==> src/design/cluster_route_pkg.sv <==
package cluster_route_pkg;

	typedef logic [15:0] word_t;     // raw table word
	typedef logic [15:0] fix_q_t;    // q value, 11.5
	typedef logic [15:0] fix_batt_t; // battery level, 1.15
	typedef logic [15:0] fix_hcm_t;  // hop count multiplier, 3.13
	typedef logic [10:0] mem_addr_t; // byte address into table ram
	typedef logic [12:0] axi_addr_t;
	typedef logic [31:0] axi_data_t;

	typedef enum logic [3:0] {
		idle,
		read_sink_count,
		read_neighbor_count,
		check_cluster,
		check_battery,
		check_q,
		write_better,
		read_hcm,
		read_neighbor_id,
		scan_sinks,
		read_best_id,
		write_count,
		finish
	} eval_state_t;

	// table layout, little-endian words
	localparam mem_addr_t known_sinks_base      = 11'h008;
	localparam mem_addr_t neighbor_id_base      = 11'h048;
	localparam mem_addr_t cluster_id_base       = 11'h0C8;
	localparam mem_addr_t battery_base          = 11'h148;
	localparam mem_addr_t q_value_base          = 11'h1C8;
	localparam mem_addr_t hcm_base              = 11'h648;
	localparam mem_addr_t better_list_base      = 11'h668;
	localparam mem_addr_t known_sink_count_addr = 11'h688;
	localparam mem_addr_t neighbor_count_addr   = 11'h68A;
	localparam mem_addr_t better_count_addr     = 11'h68C;
	localparam int        mem_depth             = 2048;

	localparam int unsigned hcm_length        = 11;
	localparam fix_batt_t   battery_threshold = 16'h0147; // ~0.01
	localparam word_t       no_hop            = 16'd65;   // no hop found yet
	localparam fix_q_t      worst_value       = 16'hFFFE;

	// host register map, anything below mem_window_end is the ram
	localparam axi_addr_t mem_window_end       = 13'h0800;
	localparam axi_addr_t reg_ctrl             = 13'h1000;
	localparam axi_addr_t reg_cluster_id       = 13'h1004;
	localparam axi_addr_t reg_my_best          = 13'h1008;
	localparam axi_addr_t reg_status           = 13'h1010;
	localparam axi_addr_t reg_best_hop         = 13'h1014;
	localparam axi_addr_t reg_best_value       = 13'h1018;
	localparam axi_addr_t reg_best_neighbor_id = 13'h101C;
	localparam axi_addr_t reg_next_sink        = 13'h1020;

endpackage

==> src/design/host_axil_port.sv <==
`timescale 1ns/10ps

module host_axil_port
	import cluster_route_pkg::*;
(
	input  logic      clock,
	input  logic      nrst,
	// axi4-lite slave
	input  axi_addr_t awaddr,
	input  logic      awvalid,
	output logic      awready,
	input  axi_data_t wdata,
	input  logic [3:0] wstrb,  // ignored, always a full word
	input  logic      wvalid,
	output logic      wready,
	output logic [1:0] bresp,
	output logic      bvalid,
	input  logic      bready,
	input  axi_addr_t araddr,
	input  logic      arvalid,
	output logic      arready,
	output axi_data_t rdata,
	output logic [1:0] rresp,
	output logic      rvalid,
	input  logic      rready,
	// evaluator control
	output logic      start,
	output word_t     my_cluster_id,
	output fix_q_t    my_best,
	// ram port a
	output mem_addr_t a_addr,
	output logic      a_wr_en,
	output word_t     a_wdata,
	input  word_t     a_rdata,
	// evaluator results
	input  logic      busy,
	input  logic      done,
	input  word_t     best_hop,
	input  fix_q_t    best_value,
	input  word_t     best_neighbor_id,
	input  word_t     next_sink
);

	logic      aw_take;   // address and data both present, can accept
	logic      wr_mem;    // write targets the ram
	logic      rd_mem;    // read targets the ram
	logic      rd_fresh;  // ram word arrives this cycle
	axi_data_t reg_rdata;
	axi_data_t rd_data_q; // held read data

	assign aw_take = awvalid && wvalid && !awready && !bvalid;
	assign wr_mem  = (awaddr < mem_window_end);
	assign rd_mem  = (araddr < mem_window_end);

	assign bresp = 2'b00; // always okay
	assign rresp = 2'b00;

	// port a shared, write cycle has the address
	assign a_addr  = awready ? awaddr[10:0] : araddr[10:0];
	assign a_wr_en = awready && wr_mem;
	assign a_wdata = wdata[15:0]; // upper half dropped

	always_comb begin
		case (araddr)
			reg_cluster_id:       reg_rdata = {16'h0, my_cluster_id};
			reg_my_best:          reg_rdata = {16'h0, my_best};
			reg_status:           reg_rdata = {30'h0, busy, done};
			reg_best_hop:         reg_rdata = {16'h0, best_hop};
			reg_best_value:       reg_rdata = {16'h0, best_value};
			reg_best_neighbor_id: reg_rdata = {16'h0, best_neighbor_id};
			reg_next_sink:        reg_rdata = {16'h0, next_sink};
			default:              reg_rdata = '0; // ctrl and holes
		endcase
	end

	always_ff @(posedge clock) begin
		if (!nrst) begin
			awready       <= 1'b0;
			wready        <= 1'b0;
			bvalid        <= 1'b0;
			arready       <= 1'b0;
			rvalid        <= 1'b0;
			rd_fresh      <= 1'b0;
			start         <= 1'b0;
			my_cluster_id <= '0;
			my_best       <= '0;
		end else begin
			awready <= aw_take; // one cycle pulse, write happens then
			wready  <= aw_take;
			if (awready)
				bvalid <= 1'b1;
			else if (bvalid && bready)
				bvalid <= 1'b0;

			// writes take port a first, read waits a cycle
			arready <= arvalid && !rvalid && !arready && !aw_take;
			if (arready)
				rvalid <= 1'b1;
			else if (rvalid && rready)
				rvalid <= 1'b0;
			rd_fresh <= arready && rd_mem;

			// start only from idle or done
			start <= awready && (awaddr == reg_ctrl) && wdata[0] && !busy;
			if (awready && awaddr == reg_cluster_id)
				my_cluster_id <= wdata[15:0];
			if (awready && awaddr == reg_my_best)
				my_best <= wdata[15:0];
		end
	end

	// read data holding register
	always_ff @(posedge clock) begin
		if (rd_fresh)
			rd_data_q <= {16'h0, a_rdata};
		else if (arready)
			rd_data_q <= reg_rdata;
	end

	// ram word goes straight out on its first cycle, then from the hold
	assign rdata = rd_fresh ? {16'h0, a_rdata} : rd_data_q;

endmodule

==> config.mk <==
export PLATFORM = sky130hd
export DESIGN_NAME = host_axil_port
export DESIGN_NICKNAME = d
export VERILOG_FILES = /design/src/design/cluster_route_pkg.sv /design/src/design/host_axil_port.sv
export SDC_FILE = /design/constraint.sdc
export NUM_CORES = 1
export LEC_CHECK = 0
export BUFFER_PORTS_ARGS = -buffer_cell sky130_fd_sc_hd__buf_2
export CAP_MARGIN = 25
export CORE_AREA = 3 3 97 99
export CTS_CLUSTER_SIZE = 12
export DETAILED_ROUTE_END_ITERATION = 6
export DIE_AREA = 0 0 100 102
export PLACE_DENSITY = 0.87
export SYNTH_ARGS = -nofsm -noshare
export SYNTH_HDL_FRONTEND = slang
export SYNTH_SLANG_ARGS = --single-unit
==> constraint.sdc <==
create_clock -name clock -period 5.3 [get_ports clock]
set_input_delay 0.795 -clock clock [delete_from_list [all_inputs] [get_ports clock]]
set_output_delay 0.795 -clock clock [all_outputs]
set_load 0.02 [all_outputs]
---- Word level (Yosys, flattened, before mapping) ----
Index checks and enable logic that the tools add are counted.
storage, ports and cells
  flip-flop bits (word level) ............. 54
  word-level logic and storage cells ...... 54
operators by class
  $lt $le $gt $ge ......................... 2
  equal/unequal tests ..................... 10
  mux-type cells .......................... 9
  reductions and logical operators ........ 24
operators with widths
  cell                                                  number
  equality test 13 bit, second input constant           10
  one-hot mux 16 bit (7 select lines)                   1
  2-to-1 mux 16 bit                                     3
  < comparator 13 x 12 -> 1 bit, second input constant  2
  logical AND 1 bit                                     15
  2-to-1 mux 11 bit                                     1
  zero test 1 bit                                       6
  nonzero test 2 bit                                    3
  2-to-1 mux 1 bit                                      4

---- Depth between registers and ports, before layout ----
  depth after elaboration ................. 5
  gate-level depth with buffers ........... 7
  mapped depth without buffers ............ 4

---- Worst setup path after synthesis ----
Ideal clock, no wire load.
  kind .................................... register to output
  start ................................... reg wready (netlist name)
  end ..................................... out a_wr_en
  arrival time ............................ 1.588 ns
  required time ........................... 4.505 ns
  path slack .............................. 2.917 ns
  cell stages (with the launch flop) ...... 4
  cells stage by stage .................... dfxtp_1 -> clkbuf_1 -> clkbuf_1 -> nor3b_1
RTL lines
  item           line                  text
  end, declared  host_axil_port.sv:32  output logic a_wr_en,

---- Worst setup path after layout ----
  start ................................... in araddr[3]
  end ..................................... reg rd_data_q[1] (data pin)
on the way
  word-level cells in the longest chain between the ends .. 4
  elaborated cells between the ends (all ways) .. 10
  those cells by class .................... eq/ne (7); mux (3)
RTL lines
  item                                     line                   text
  start, declared                          host_axil_port.sv:19   input axi_addr_t araddr,
  equality test 13 bit                     host_axil_port.sv:64   case (araddr)
  one-hot mux 16 bit (7 select lines) (*)  host_axil_port.sv:64
  2-to-1 mux 16 bit (*)                    host_axil_port.sv:116  else if (arready)
  2-to-1 mux 16 bit (*)                    host_axil_port.sv:114  if (rd_fresh)
  end signal, assigned                     host_axil_port.sv:115  rd_data_q <= {16'h0, a_rdata};
  end signal, assigned                     host_axil_port.sv:117  rd_data_q <= reg_rdata;
  end, declared                            host_axil_port.sv:49   axi_data_t rd_data_q;
Every way passes the cells marked *; elsewhere a longest branch is shown, timed or not. The select of a mux whose other input is x is not followed.
A chain may end at the register's enable or synchronous reset.

==> summary.txt <==
Critical path
  • CP required: roughly 5.4 ns
  • FF-to-FF setup slack: 2.92 ns
  • Critical path type: in -> reg
  • CP max stage delay: around 0.94 ns
  • R2R cell count: 4
  • Cell Chain, Critical Path: buf_2 -> nor2b_1 -> a221oi_1 -> o311ai_1
  • Crit path arrival time: 2.91 ns
  • Slowest-stage cell, CP: nor2b_1
  • Launch point of the worst reg-to-reg path: wready
  • Nature of the critical path endpoint: flip-flop
  • FF-to-FF End: my_best[7]
  • Startpoint Class: primary input
  • Worst-path maximum fanout: 33

Power and ir drop
  • Static leakage: around 2.3 nW
  • VDD IR max: 117 uV
  • Cell area power density: 193 nW/um^2

Layout
  • Post-route cell area: 4750 um^2
  • Final net count: roughly 770
  • Fin util: 55.0%
  • Finished Layout Cells: approximately 720
  • Area growth syn-to-layout: 26.6%
  • Seq. cell area: 1240 um^2
  • Layout fillers: 805
  • Fraction of layout cells with a size suffix above 1: 40.0%
  • Antenna Cells: 0
  • Area of the multi-input gates: 2040 um^2

Yosys
  • Synthesis Warnings: 0
  • Count leader, synth: dfxtp_1
  • Synth Area in XOR/XNOR: 0%
  • Ys async rst share: 0%
  • Post-Syn Area: 3750 um^2
  • Post-Synth Adder-Cell Area: 0%
  • Post-synthesis mux area share: approximately an eighth
  • Synth Area in Compound Gates: 17.8%
  • Largest family of logic cells by synthesized area: simple AND/OR/NAND/NOR gates
  • Avg Inst Size Synth: around 8.4 um^2
  • Post-synthesis sequential area ratio: between 30% and 40%
  • Area share of the largest cell type after synthesis: 20.3%
  • Synth unique cells: 56
  • Main flop type after synthesis: dfxtp_1
  • Area contributors post-synth: dfxtp_1 (20%), edfxtp_1 (13%), mux2i_1 (7.7%), buf_4 (7.4%), o21ai_0 (4.8%)
  • Syn Inst Count: 445
  • Simple-gate area share of the yosys netlist: 23.0%
  • Area leader, netlist: dfxtp_1
  • Top post-synthesis cells by count: dfxtp_1 (38), buf_4 (37), nand2_1 (37)
  • EDFF count, synth: 16
  • #FFs+latches synth: 54

GRT
  • Global-route track usage on met2: ~40%
  • Met3 Resource Use GR: 3.69%
  • Busiest grt layer: met2
  • Initial antenna violation count: 0
  • Largest net degree at the start of global routing: 54
  • Number of global-route vias before repair: 3,819
  • GRT Total Usage: 23.7%
  • First-pass GRT wire length: 19,000 um
  • Grt total ovfl: 0
  • GR Layer Usage met1: 30.9%

Clocking
  • Clk_lat worst skew: 0.31 ns
  • Max H-tree Level: 2
  • # Post-CTS Setup Buffers: 0
  • Clk slew on worst S/H paths: ~0.11 ns
  • TritonCTS buffer count: 5
  • CTS tree: built
  • Clock sinks: between 50 and 60
  • Clock Tree Buf Depth: 2
  • Hold-fix buffers, CTS: 0
  • Post-cts resize count: 0
  • CTS root buf: clkbuf_8

Routing
  • Number of DRC markers in iteration 0: 197
  • Pre-Repair DR Iteration Count: 5
  • Vias per inst: 5.48
  • DR vias: 3,963
  • Antenna viol nets, final: 0
  • DR WL/cell: 17.8 um
  • Drt total wl: 12,800 um
  • DRC: 0

Timing
  • Fmax: 359 MHz
  • RSZ-0062 raised after global routing: false
  • Post-layout min period: 2.79 ns
  • Count of final hold-check violations: 0
  • Worst slew pin tran: 1.10 ns
  • Fin crit share: 52.6%
  • Relative slew slack: 26.2%
  • Worst hold margin: 0.468 ns
  • Worst-case clock skew: 0.00761 ns
  • Setup TNS: 0 ns
  • Final Max Slew Viols: 0
  • Final setup viols: 0

Floorplan
  • Ports: 253
  • Core Area: 8640 um^2
  • # rows: 34
  • Die area: 10,200 um^2
  • Initial Utilization: a little over two fifths
  • Die W: about 100 um
  • Die height: about 100 um

Place
  • RD Place Congestion: 0.873
  • Placed cell area: 4610 um^2
  • Post-DP HPWL: 9940 um
  • Placed cell count: between 700 and 800
  • Port-buffer cells: around 210

Min path
  • Hold Path Sink: arready
  • Hold Crit Class: reg -> reg
  • Worst hold start: rvalid
  • Hold Crit Depth: 1

Flow run
  • Max-cap violation count: 0

Status
  • Status: finished clean
[power by group]
part | internal (mW) | switching [mW]
clock network | 0.123 | 0.148
registers | 0.433 | 0.00488
logic | 0.0815 | 0.126
total | 0.638 | 0.278
[cells by family (layout without fill, tap and decap cells)]
| logic type | after synthesis | in the layout |
|---|---|---|
| other | 1 | 20 |
| DFF | 54 | 54 |
| buffers and inverters | 103 | 254 |
| and+or+nand+nor | 147 | 147 |
| muxes | 42 | 42 |
| AOI/OAI and AO/OA | 98 | 98 |
[placed cells by master, fill, tap and decap left out, types with 3 or more instances in the layout]
cell type	instances
edfxtp_1	16
mux2i_1	29
nand3_1	16
o21ai_1	9
a22o_1	9
nor3_1	20
nor2_1	5
buf_2	212
clkbuf_8	5
a221oi_1	3
inv_1	32
o221ai_1	4
nand2b_1	4
mux2_2	13
nand3b_1	18
nor2b_1	22
a2111oi_0	13
dfxtp_1	38
o21ai_0	36
nand2_1	37
nor4_1	5
a222oi_1	3
o22ai_1	3
conb_1	20
a211oi_1	3
[worst max-delay path, delay by kind of cell]
family / cells / cell delay, ns
buffers and inverters: 1 / 0.45
AOI/OAI and AO/OA: 2 / 0.71
and+or+nand+nor: 1 / 0.94
[worst max path at each step]
| stage | end | slack (ns) | depth (start not counted) | start |
|---|---|---|---|---|
| after floorplan | a_wr_en | 2.92 | 3 | wready |
| after global placement | my_cluster_id[12] | 2.21 | 5 | awaddr[8] |
| after detailed placement | rd_data_q[15] | 2.23 | 5 | araddr[4] |
| after CTS | rd_data_q[15] | 2.57 | 5 | araddr[4] |
| after global routing | rd_data_q[3] | 2.41 | 5 | araddr[4] |
| final | rd_data_q[1] | 2.51 | 4 | araddr[3] |
[per-layer routing]
layer,vias up,share of wire [%]
met5,-,0
met4,0,1.9
met3,20,7.2
met2,215,48
met1,1830,43
li1,1898,-
[final cells by class]
class,count,share of cell area [%]
Clock buffer,6,1.98
Clock inverter,2,0.290
Inverter,32,2.53
Multi-Input combinational cell,307,42.9
Sequential cell,54,26.2
Tap cell,108,2.85
Timing Repair Buffer,214,23.3
[stage by stage]
stage	total power [mW]	setup WS [ns]
6_report	0.916	2.51
5_1_grt	0.953	2.41
4_1_cts	0.919	2.57
3_5_place_dp	0.652	2.23
3_3_place_gp	0.647	2.21
2_1_floorplan	0.579	2.92
[registers in the layout, indices dropped and copies added (netlist names)]
register	count
wready	1
rvalid	1
start	1
my_best	16
bvalid	1
arready	1
rd_fresh	1
my_cluster_id	16
rd_data_q	16
(Power assumes the default switching activity.)
