[src/design/cluster_route_pkg.sv]
package cluster_route_pkg;

	typedef logic [15:0] word_t;     // raw table word
	typedef logic [15:0] fix_q_t;    // q value, 11.5
	typedef logic [15:0] fix_batt_t; // battery level, 1.15
	typedef logic [15:0] fix_hcm_t;  // hop count multiplier, 3.13
	typedef logic [10:0] mem_addr_t; // byte address into table ram
	typedef logic [12:0] axi_addr_t;
	typedef logic [31:0] axi_data_t;

	typedef enum logic [3:0] {
		idle,
		read_sink_count,
		read_neighbor_count,
		check_cluster,
		check_battery,
		check_q,
		write_better,
		read_hcm,
		read_neighbor_id,
		scan_sinks,
		read_best_id,
		write_count,
		finish
	} eval_state_t;

	// table layout, little-endian words
	localparam mem_addr_t known_sinks_base      = 11'h008;
	localparam mem_addr_t neighbor_id_base      = 11'h048;
	localparam mem_addr_t cluster_id_base       = 11'h0C8;
	localparam mem_addr_t battery_base          = 11'h148;
	localparam mem_addr_t q_value_base          = 11'h1C8;
	localparam mem_addr_t hcm_base              = 11'h648;
	localparam mem_addr_t better_list_base      = 11'h668;
	localparam mem_addr_t known_sink_count_addr = 11'h688;
	localparam mem_addr_t neighbor_count_addr   = 11'h68A;
	localparam mem_addr_t better_count_addr     = 11'h68C;
	localparam int        mem_depth             = 2048;

	localparam int unsigned hcm_length        = 11;
	localparam fix_batt_t   battery_threshold = 16'h0147; // ~0.01
	localparam word_t       no_hop            = 16'd65;   // no hop found yet
	localparam fix_q_t      worst_value       = 16'hFFFE;

	// host register map, anything below mem_window_end is the ram
	localparam axi_addr_t mem_window_end       = 13'h0800;
	localparam axi_addr_t reg_ctrl             = 13'h1000;
	localparam axi_addr_t reg_cluster_id       = 13'h1004;
	localparam axi_addr_t reg_my_best          = 13'h1008;
	localparam axi_addr_t reg_status           = 13'h1010;
	localparam axi_addr_t reg_best_hop         = 13'h1014;
	localparam axi_addr_t reg_best_value       = 13'h1018;
	localparam axi_addr_t reg_best_neighbor_id = 13'h101C;
	localparam axi_addr_t reg_next_sink        = 13'h1020;

endpackage

[src/design/best_hop_eval.sv]
`timescale 1ns/10ps

module best_hop_eval
	import cluster_route_pkg::*;
(
	input  logic      clock,
	input  logic      nrst,
	input  logic      start,
	input  word_t     my_cluster_id,
	input  fix_q_t    my_best,
	output mem_addr_t b_addr,
	output logic      b_wr_en,
	output word_t     b_wdata,
	input  word_t     b_rdata,
	output logic      busy,
	output logic      done,
	output word_t     best_hop,
	output word_t     best_neighbor_id,
	output word_t     next_sink,
	output fix_q_t    best_value
);

	eval_state_t state;

	word_t     sink_count;     // known sinks in table
	word_t     neighbor_count;
	word_t     idx;            // current neighbor
	word_t     idx_next;
	word_t     sink_idx;       // position in known sink list
	word_t     better_count;   // entries appended so far
	word_t     nbr_id;         // id of current neighbor
	fix_batt_t batt;           // battery of current neighbor
	fix_q_t    q_val;          // unscaled q of current neighbor

	logic [19:0] batt_x10;
	logic [4:0]  batt_int;
	word_t       hcm_idx;
	logic [31:0] q_product;
	fix_q_t      q_scaled;
	logic        advance;      // current neighbor is finished

	// byte address of word number index in a table
	function automatic mem_addr_t word_addr(input mem_addr_t base, input word_t index);
		return base + {index[9:0], 1'b0};
	endfunction

	assign idx_next = idx + 16'd1;

	// hcm index is the integer part of 10 * battery, clamped to table end
	assign batt_x10 = {4'h0, batt} * 20'd10; // 1.15 times integer
	assign batt_int = batt_x10[19:15];
	assign hcm_idx  = (batt_int >= hcm_length) ? word_t'(hcm_length - 1) : {11'h0, batt_int};

	// 11.5 * 3.13 gives 14.18, keep 11.5 window
	assign q_product = {16'h0, q_val} * {16'h0, b_rdata};
	assign q_scaled  = q_product[28:13];

	// skip conditions and end of sink scan
	always_comb begin
		case (state)
			check_cluster:    advance = (b_rdata != my_cluster_id);
			check_battery:    advance = (b_rdata < battery_threshold); // dead node
			read_neighbor_id: advance = (sink_count == '0);
			scan_sinks:       advance = (sink_idx + 16'd1 == sink_count);
			default:          advance = 1'b0;
		endcase
	end

	always_ff @(posedge clock) begin
		if (!nrst) begin
			state            <= idle;
			busy             <= 1'b0;
			done             <= 1'b0;
			b_wr_en          <= 1'b0;
			b_addr           <= known_sink_count_addr;
			best_hop         <= no_hop;
			best_value       <= worst_value;
			best_neighbor_id <= '0;
			next_sink        <= no_hop;
		end else begin
			case (state)
				idle, finish: begin // done holds until the next start
					if (start) begin
						busy             <= 1'b1;
						done             <= 1'b0;
						best_hop         <= no_hop;
						best_value       <= worst_value;
						best_neighbor_id <= '0;
						next_sink        <= no_hop;
						better_count     <= '0;
						idx              <= '0;
						b_addr           <= known_sink_count_addr;
						state            <= read_sink_count;
					end
				end
				read_sink_count: begin
					sink_count <= b_rdata;
					b_addr     <= neighbor_count_addr;
					state      <= read_neighbor_count;
				end
				read_neighbor_count: begin
					neighbor_count <= b_rdata;
					if (b_rdata == '0) begin // empty table, just report zero
						b_addr  <= better_count_addr;
						b_wdata <= better_count;
						b_wr_en <= 1'b1;
						state   <= write_count;
					end else begin
						b_addr <= cluster_id_base;
						state  <= check_cluster;
					end
				end
				check_cluster: begin // overridden below on a miss
					b_addr <= word_addr(battery_base, idx);
					state  <= check_battery;
				end
				check_battery: begin
					batt   <= b_rdata;
					b_addr <= word_addr(q_value_base, idx);
					state  <= check_q;
				end
				check_q: begin
					q_val <= b_rdata;
					if (b_rdata <= my_best) begin // append index to better list
						b_addr       <= word_addr(better_list_base, better_count);
						b_wdata      <= idx;
						b_wr_en      <= 1'b1;
						better_count <= better_count + 16'd1;
						state        <= write_better;
					end else begin
						b_addr <= word_addr(neighbor_id_base, idx);
						state  <= read_neighbor_id;
					end
				end
				write_better: begin
					b_wr_en <= 1'b0;
					b_addr  <= word_addr(hcm_base, hcm_idx);
					state   <= read_hcm;
				end
				read_hcm: begin
					if (q_scaled < best_value) begin // strict, earlier tie wins
						best_value <= q_scaled;
						best_hop   <= idx;
					end
					b_addr <= word_addr(neighbor_id_base, idx);
					state  <= read_neighbor_id;
				end
				read_neighbor_id: begin
					nbr_id   <= b_rdata;
					sink_idx <= '0;
					b_addr   <= known_sinks_base;
					state    <= scan_sinks;
				end
				scan_sinks: begin
					if (b_rdata == nbr_id)
						next_sink <= idx; // neighbor is a sink
					sink_idx <= sink_idx + 16'd1;
					b_addr   <= word_addr(known_sinks_base, sink_idx + 16'd1);
				end
				read_best_id: begin
					best_neighbor_id <= b_rdata;
					b_addr           <= better_count_addr;
					b_wdata          <= better_count;
					b_wr_en          <= 1'b1;
					state            <= write_count;
				end
				write_count: begin // count lands on this edge
					b_wr_en <= 1'b0;
					busy    <= 1'b0;
					done    <= 1'b1;
					state   <= finish;
				end
				default: state <= idle;
			endcase

			// move on to the next neighbor, or wrap up after the last one
			if (advance) begin
				idx <= idx_next;
				if (idx_next != neighbor_count) begin
					b_addr <= word_addr(cluster_id_base, idx_next);
					state  <= check_cluster;
				end else if (best_hop != no_hop) begin
					b_addr <= word_addr(neighbor_id_base, best_hop);
					state  <= read_best_id;
				end else begin // nothing qualified, id stays cleared
					b_addr  <= better_count_addr;
					b_wdata <= better_count;
					b_wr_en <= 1'b1;
					state   <= write_count;
				end
			end
		end
	end

endmodule

[config.mk]
export PLATFORM = sky130hd
export DESIGN_NAME = best_hop_eval
export DESIGN_NICKNAME = d
export VERILOG_FILES = /design/src/design/cluster_route_pkg.sv /design/src/design/best_hop_eval.sv
export SDC_FILE = /design/constraint.sdc
export NUM_CORES = 1
export LEC_CHECK = 0
export ABC_AREA = 1
export BUFFER_PORTS_ARGS = -buffer_cell sky130_fd_sc_hd__buf_2
export CAP_MARGIN = 10
export CELL_PAD_IN_SITES_DETAIL_PLACEMENT = 1
export CELL_PAD_IN_SITES_GLOBAL_PLACEMENT = 1
export CORE_MARGIN = 10
export CORE_UTILIZATION = 30
export CTS_BUF_LIST = sky130_fd_sc_hd__clkbuf_8 sky130_fd_sc_hd__clkbuf_16
export DETAILED_ROUTE_END_ITERATION = 8
export GPL_TIMING_DRIVEN = 0
export PLACE_DENSITY_LB_ADDON = 0.05
export SYNTH_ARGS = -nofsm -noshare
export SYNTH_HDL_FRONTEND = slang
export SYNTH_SLANG_ARGS = --single-unit
export TNS_END_PERCENT = 50
[constraint.sdc]
create_clock -name clock -period 14.74 [get_ports clock]
set_input_delay 2.211 -clock clock [delete_from_list [all_inputs] [get_ports clock]]
set_output_delay 2.211 -clock clock [all_outputs]
set_load 0.01 [all_outputs]
-- After elaboration in Yosys (flattened, before gate mapping)
Index checks and enable logic that the tools add are counted.
- register bits after elaboration: 226
- bits of input ports: 51
- output and inout bits: 94
- add/subtract/negate cells: 11
- $mul: 2
- order comparisons: 4
- equal/unequal tests: 23
- muxes and demuxes: 47
- reductions and logical operators: 28
- operators by type and width (cell ; count):
    2-to-1 mux 16 bit ; 14
    one-hot mux 16 bit (2 select lines) ; 6
    one-hot mux 11 bit (11 select lines) ; 1
    2-to-1 mux 11 bit ; 6
    adder 16 x 1 -> 16 bit, second input constant ; 3
    one-hot mux 16 bit (3 select lines) ; 1
    one-hot mux 4 bit (12 select lines) ; 1
    == test 16 bit ; 2
    logical NOT 16 bit ; 2
    != test 16 bit ; 2
    multiplier 16 x 16 -> 29 bit ; 1
    adder 7 x 11 -> 11 bit, first input constant ; 2
    adder 9 x 11 -> 11 bit, first input constant ; 2
    == test 4 bit, second input constant ; 5
    2-to-1 mux 4 bit ; 5
    AND reduction 2 bit ; 10
    multiplier 16 x 3 -> 19 bit, second input constant ; 1
    == test 4 x 3 -> 1 bit, second input constant ; 4
    less-or-equal comparator 16 bit ; 1
    < comparator 16 bit ; 1
    < comparator 16 x 9 -> 1 bit, second input constant ; 1
    != test 16 x 7 -> 1 bit, second input constant ; 1
    nonzero test 2 bit ; 8
    nonzero test 12 bit ; 1
    17 further kinds ; 34

-- Depth between registers and ports, before layout
- word-level depth: 6
- mapped depth: 43
- mapped depth without buffers: 41

-- Worst setup path after synthesis
OpenSTA, ideal clock, no wires.
- path type: in2reg
- start: input b_rdata[2]
- end: register best_hop[0]
- library setup time: 0.064 ns
- data arrival time: 8.737 ns
- data required time: 14.676 ns
- slack: 5.939 ns
- stages: 36
- buffers on the path: 3
- path through: buf_1 > clkbuf_1 > nand2_1 > fa_1 > fa_1 > fa_1 > inv_1 > fa_1 > fa_1 > inv_1 > fa_1 > inv_1 > ha_1 > nand2_1 > inv_1 > nand2_1 > nor2_1 > nand2_1 > nand3_1 > inv_1 > o21bai_1 > nand2_1 > nand2_1 > a21oi_1 > or2_2 > nand2_1 > ha_1 > nand2_1 > nor2_1 > a211oi_1 > o221a_2 > nand2_1 > nand2_1 > clkbuf_1 > nand3_1 > nand3_1
- cells in the longest elaborated chain, start to end: 4
- ends and longest elaborated chain (what ; line ; source):
    from (decl) ; best_hop_eval.sv:14 ; input word_t b_rdata,
    multiplier 16 x 16 -> 29 bit ; best_hop_eval.sv:55 ; assign q_product = {16'h0, q_val} * {16'h0, b_rdata};
    < comparator 16 bit ; best_hop_eval.sv:141 ; if (q_scaled < best_value) begin
    != test 2 bit (no source line) ; -- ;
    AND reduction 3 bit (no source line) ; -- ;
    to (signal assigned) ; best_hop_eval.sv:76 ; best_hop <= no_hop;
    to (signal assigned) ; best_hop_eval.sv:86 ; best_hop <= no_hop;
    to (signal assigned) ; best_hop_eval.sv:143 ; best_hop <= idx;
    to (decl) ; best_hop_eval.sv:17 ; output word_t best_hop,
Every way passes these cells.
A chain may end at the register's enable or synchronous reset.

-- Worst setup path in the final report
- start: input b_rdata[6]
- end: register best_value[9]
- cells in the longest elaborated chain, start to end: 4
- elaborated cells between the ends (all ways): 6
- ends and longest elaborated chain (what ; line ; source):
    multiplier 16 x 16 -> 29 bit (*) ; best_hop_eval.sv:55 ;
    < comparator 16 bit ; best_hop_eval.sv:141 ;
    != test 2 bit (no source line) ; -- ;
    AND reduction 3 bit (no source line) ; -- ;
    to (signal assigned) ; best_hop_eval.sv:77 ; best_value <= worst_value;
    to (signal assigned) ; best_hop_eval.sv:87 ; best_value <= worst_value;
    to (signal assigned) ; best_hop_eval.sv:142 ; best_value <= q_scaled;
    to (decl) ; best_hop_eval.sv:20 ; output fix_q_t best_value
Mark *: on every way between the ends. The rest lies on a longest branch, timed or not. The select of a mux whose other input is x is not followed.

==> results.sh <==
export IMPL_cts_setup_buffers=0
export IMPL_max_slew_worst_pin_slew_ns=1.04
export IMPL_synth_top_family_by_area="adder cells"
export IMPL_p_leak_nw=12.7
export IMPL_setup_viol=0
export IMPL_most_common_layout_cells="759 x nand2_1, 561 x inv_1, 191 x fa_1"
export IMPL_grt_ovfl_total=0
export IMPL_die_height_microns=291
export IMPL_first_pass_iters=5
export IMPL_slowest_stage="buf_1"
export IMPL_slowest_delay_ns=0.67
export IMPL_synth_seq_cells=225
export IMPL_grt_pass1_vias=21100
export IMPL_r2r_start="q_val[5]"
export IMPL_dp_hpwl_microns=70000
export IMPL_cp_arrival_ns=10.96
export IMPL_synth_fa_ha_area_frac=0.261
export IMPL_synth_compound_gate_area_share=0.0682
export IMPL_first_iter_violations=875
export IMPL_die_area_sq_mm=0.0846
export IMPL_area_delta_synth_final_pct=13.6
export IMPL_grtUsageTotal=0.202
export IMPL_cts_max_path_buffers=3
export IMPL_cts_sinks=225
export IMPL_synthesis_instances=2861
export IMPL_cts_tree="done"
export IMPL_clock_latency_ns=0.61
export IMPL_startpoint_type="input port"
export IMPL_place_inst=3969
export IMPL_fillers=8926
export IMPL_pwr_density_cell_mw_per_mm2=201
export IMPL_rows=99
export IMPL_ys_async_sr_fraction=0
export IMPL_drc=0
export IMPL_post_route_min_period_ns=10.42
export IMPL_crit_start="b_rdata[6]"
export IMPL_nNetsFinal=3437
export IMPL_grt_max_degree=18
export IMPL_h_tree_depth=1
export IMPL_fp_dieW_microns=291
export IMPL_hold_path_startpoint="next_sink[0]"
export IMPL_final_hold_violation_count=0
export IMPL_setup_tns_final_ns=0
export IMPL_critPathMaxFanout=10
export IMPL_initial_core_util=0.302
export IMPL_status="completed"
export IMPL_synthSimpleGateAreaFrac=0.245
export IMPL_synth_cell_types=61
export IMPL_cts_hold_buffers=0
export IMPL_vdd_drop_max_v=0.000159
export IMPL_gp_congestion=0.877
export IMPL_crit_type="input port to flop"
export IMPL_grt_pass1_wl_microns=132000
export IMPL_crit_path_end_kind="flop"
export IMPL_synth_xor_area_frac=0.0369
export IMPL_slew_headroom=0.305
export IMPL_crit_top_cell="nand2_1"
export IMPL_ant_nets=0
export IMPL_synth_edff_count=144
export IMPL_report_final_slew_viol_count=0
export IMPL_period_share=0.707
export IMPL_rsz0062_at_grt="no"
export IMPL_synth_area_per_cell_sq_um=7.70
export IMPL_io_buffers=143
export IMPL_drive_above_1_share=0.0996
export IMPL_min_path_type="flop to flop"
export IMPL_num_io_pins=145
export IMPL_core_area_sq_mm=0.0728
export IMPL_wl_per_cell_microns=21.4
export IMPL_antenna_found_initial=5
export IMPL_synth_flop_cell="edfxtp_1"
export IMPL_cts_repair_resized=0
export IMPL_wirelength_microns=86200
export IMPL_max_cap_violations=0
export IMPL_num_vias=19400
export IMPL_synthMuxAreaShare=0.000455
export IMPL_cts_root_buf="clkbuf_16"
export IMPL_final_common_cell="nand2_1"
export IMPL_clock_skew_ns=0.0430
export IMPL_clk_transition_reported_paths_ns=0.06
export IMPL_finalNonFillerCells=4024
export IMPL_yosysSeqAreaShare=0.270
export IMPL_netlist_area_sq_mm=0.0220
export IMPL_yosysWarnings=0
export IMPL_numCtsBuffers=29
export IMPL_viasPerCell=4.83
export IMPL_critPathRequiredTime_ns=15.28
export IMPL_fmax_mhz=96.0
-- state kept, by name (all words and copies together) (netlist names), 4 cells and up --
signal / cells
b_addr: 10
best_hop: 16
best_value: 16
sink_count: 16
b_wdata: 16
next_sink: 16
better_count: 16
q_val: 16
neighbor_count: 16
batt: 16
idx: 16
sink_idx: 16
nbr_id: 16
state: 4
best_neighbor_id: 16
-- Yosys cell counts (all sizes together) (30+ instances only) --
| cell type | number | area, sq um |
|---|---|---|
| nand2 | 764 | 2880 |
| inv | 560 | 2100 |
| fa | 191 | 3820 |
| nand3 | 189 | 991 |
| nor2 | 182 | 734 |
| ha | 153 | 1910 |
| edfxtp | 144 | 4320 |
| a21oi | 127 | 639 |
| o21ai | 87 | 443 |
| dfxtp | 81 | 1620 |
| clkbuf | 60 | 225 |
| xor2 | 58 | 542 |
| buf | 49 | 263 |
| or2 | 35 | 219 |
| nor3 | 34 | 190 |
| xnor2 | 30 | 270 |
-- worst max-delay path: cells and delay by family --
family          cells  cell delay, ns
fa+ha+maj           8            3.48
simple gates       16            1.87
compound gates      4            0.79
buf+inv            11            2.58
-- per-layer routing --
layer,track usage,wire (microns)
met5,0,0
met4,0.0463,2000
met3,0.0251,3320
met2,0.356,42200
met1,0.260,38700
-- final cells by class --
cell class / instances / area (sq um) / area share
antenna: 2 / 5.00 / 0.000200
tap: 959 / 1200 / 0.0480
sequential: 225 / 5950 / 0.238
multi-input combinational: 1961 / 13500 / 0.539
clock inverter: 15 / 140 / 0.00560
buffer: 109 / 488 / 0.0195
inverter: 567 / 2130 / 0.0851
timing repair buffer: 149 / 776 / 0.0310
clock buffer: 37 / 847 / 0.0339
-- logic make-up after synthesis --
group,count (synthesis)
mux,1
fa+ha+maj,344
buf+inv,676
xor+xnor,88
other cells,1
flops,225
simple gates,1259
compound gates,267
-- metrics by stage --
stage / setup slack, ns / power, mW / hold WS [ns] / cell area (sq um) / utilization
after global routing: 3.65 / 5.61 / 0.498 / 25000 / 0.343
after CTS: 4.31 / 5.11 / 0.468 / 25000 / 0.343
after global placement: 3.78 / 4.28 / 0.448 / 23900 / 0.329
after detailed placement: 3.68 / 4.34 / 0.454 / 24000 / 0.330
after floorplan: 5.94 / 3.23 / 0.486 / 22000 / -
final: 4.32 / 5.03 / 0.460 / 25000 / 0.343
-- worst paths after layout --
check / depth (start not counted) / slack (ns) / to
hold / removal: 2 / 0.46 / next_sink[0]
setup reg to reg: 33 / 6.19 / best_value[9]
hold reg to reg: 2 / 0.46 / next_sink[0]
setup / recovery: 39 / 4.32 / best_value[9]
-- where the power goes --
group / internal [mW] / switching, mW / leakage, nW
sequential: 0.815 / 0.145 / 2.00
combinational: 1.17 / 2.16 / 10.2
clock: 0.438 / 0.301 / 0.509
total: 2.42 / 2.61 / 12.7
Power figures use the tool's default switching activity.
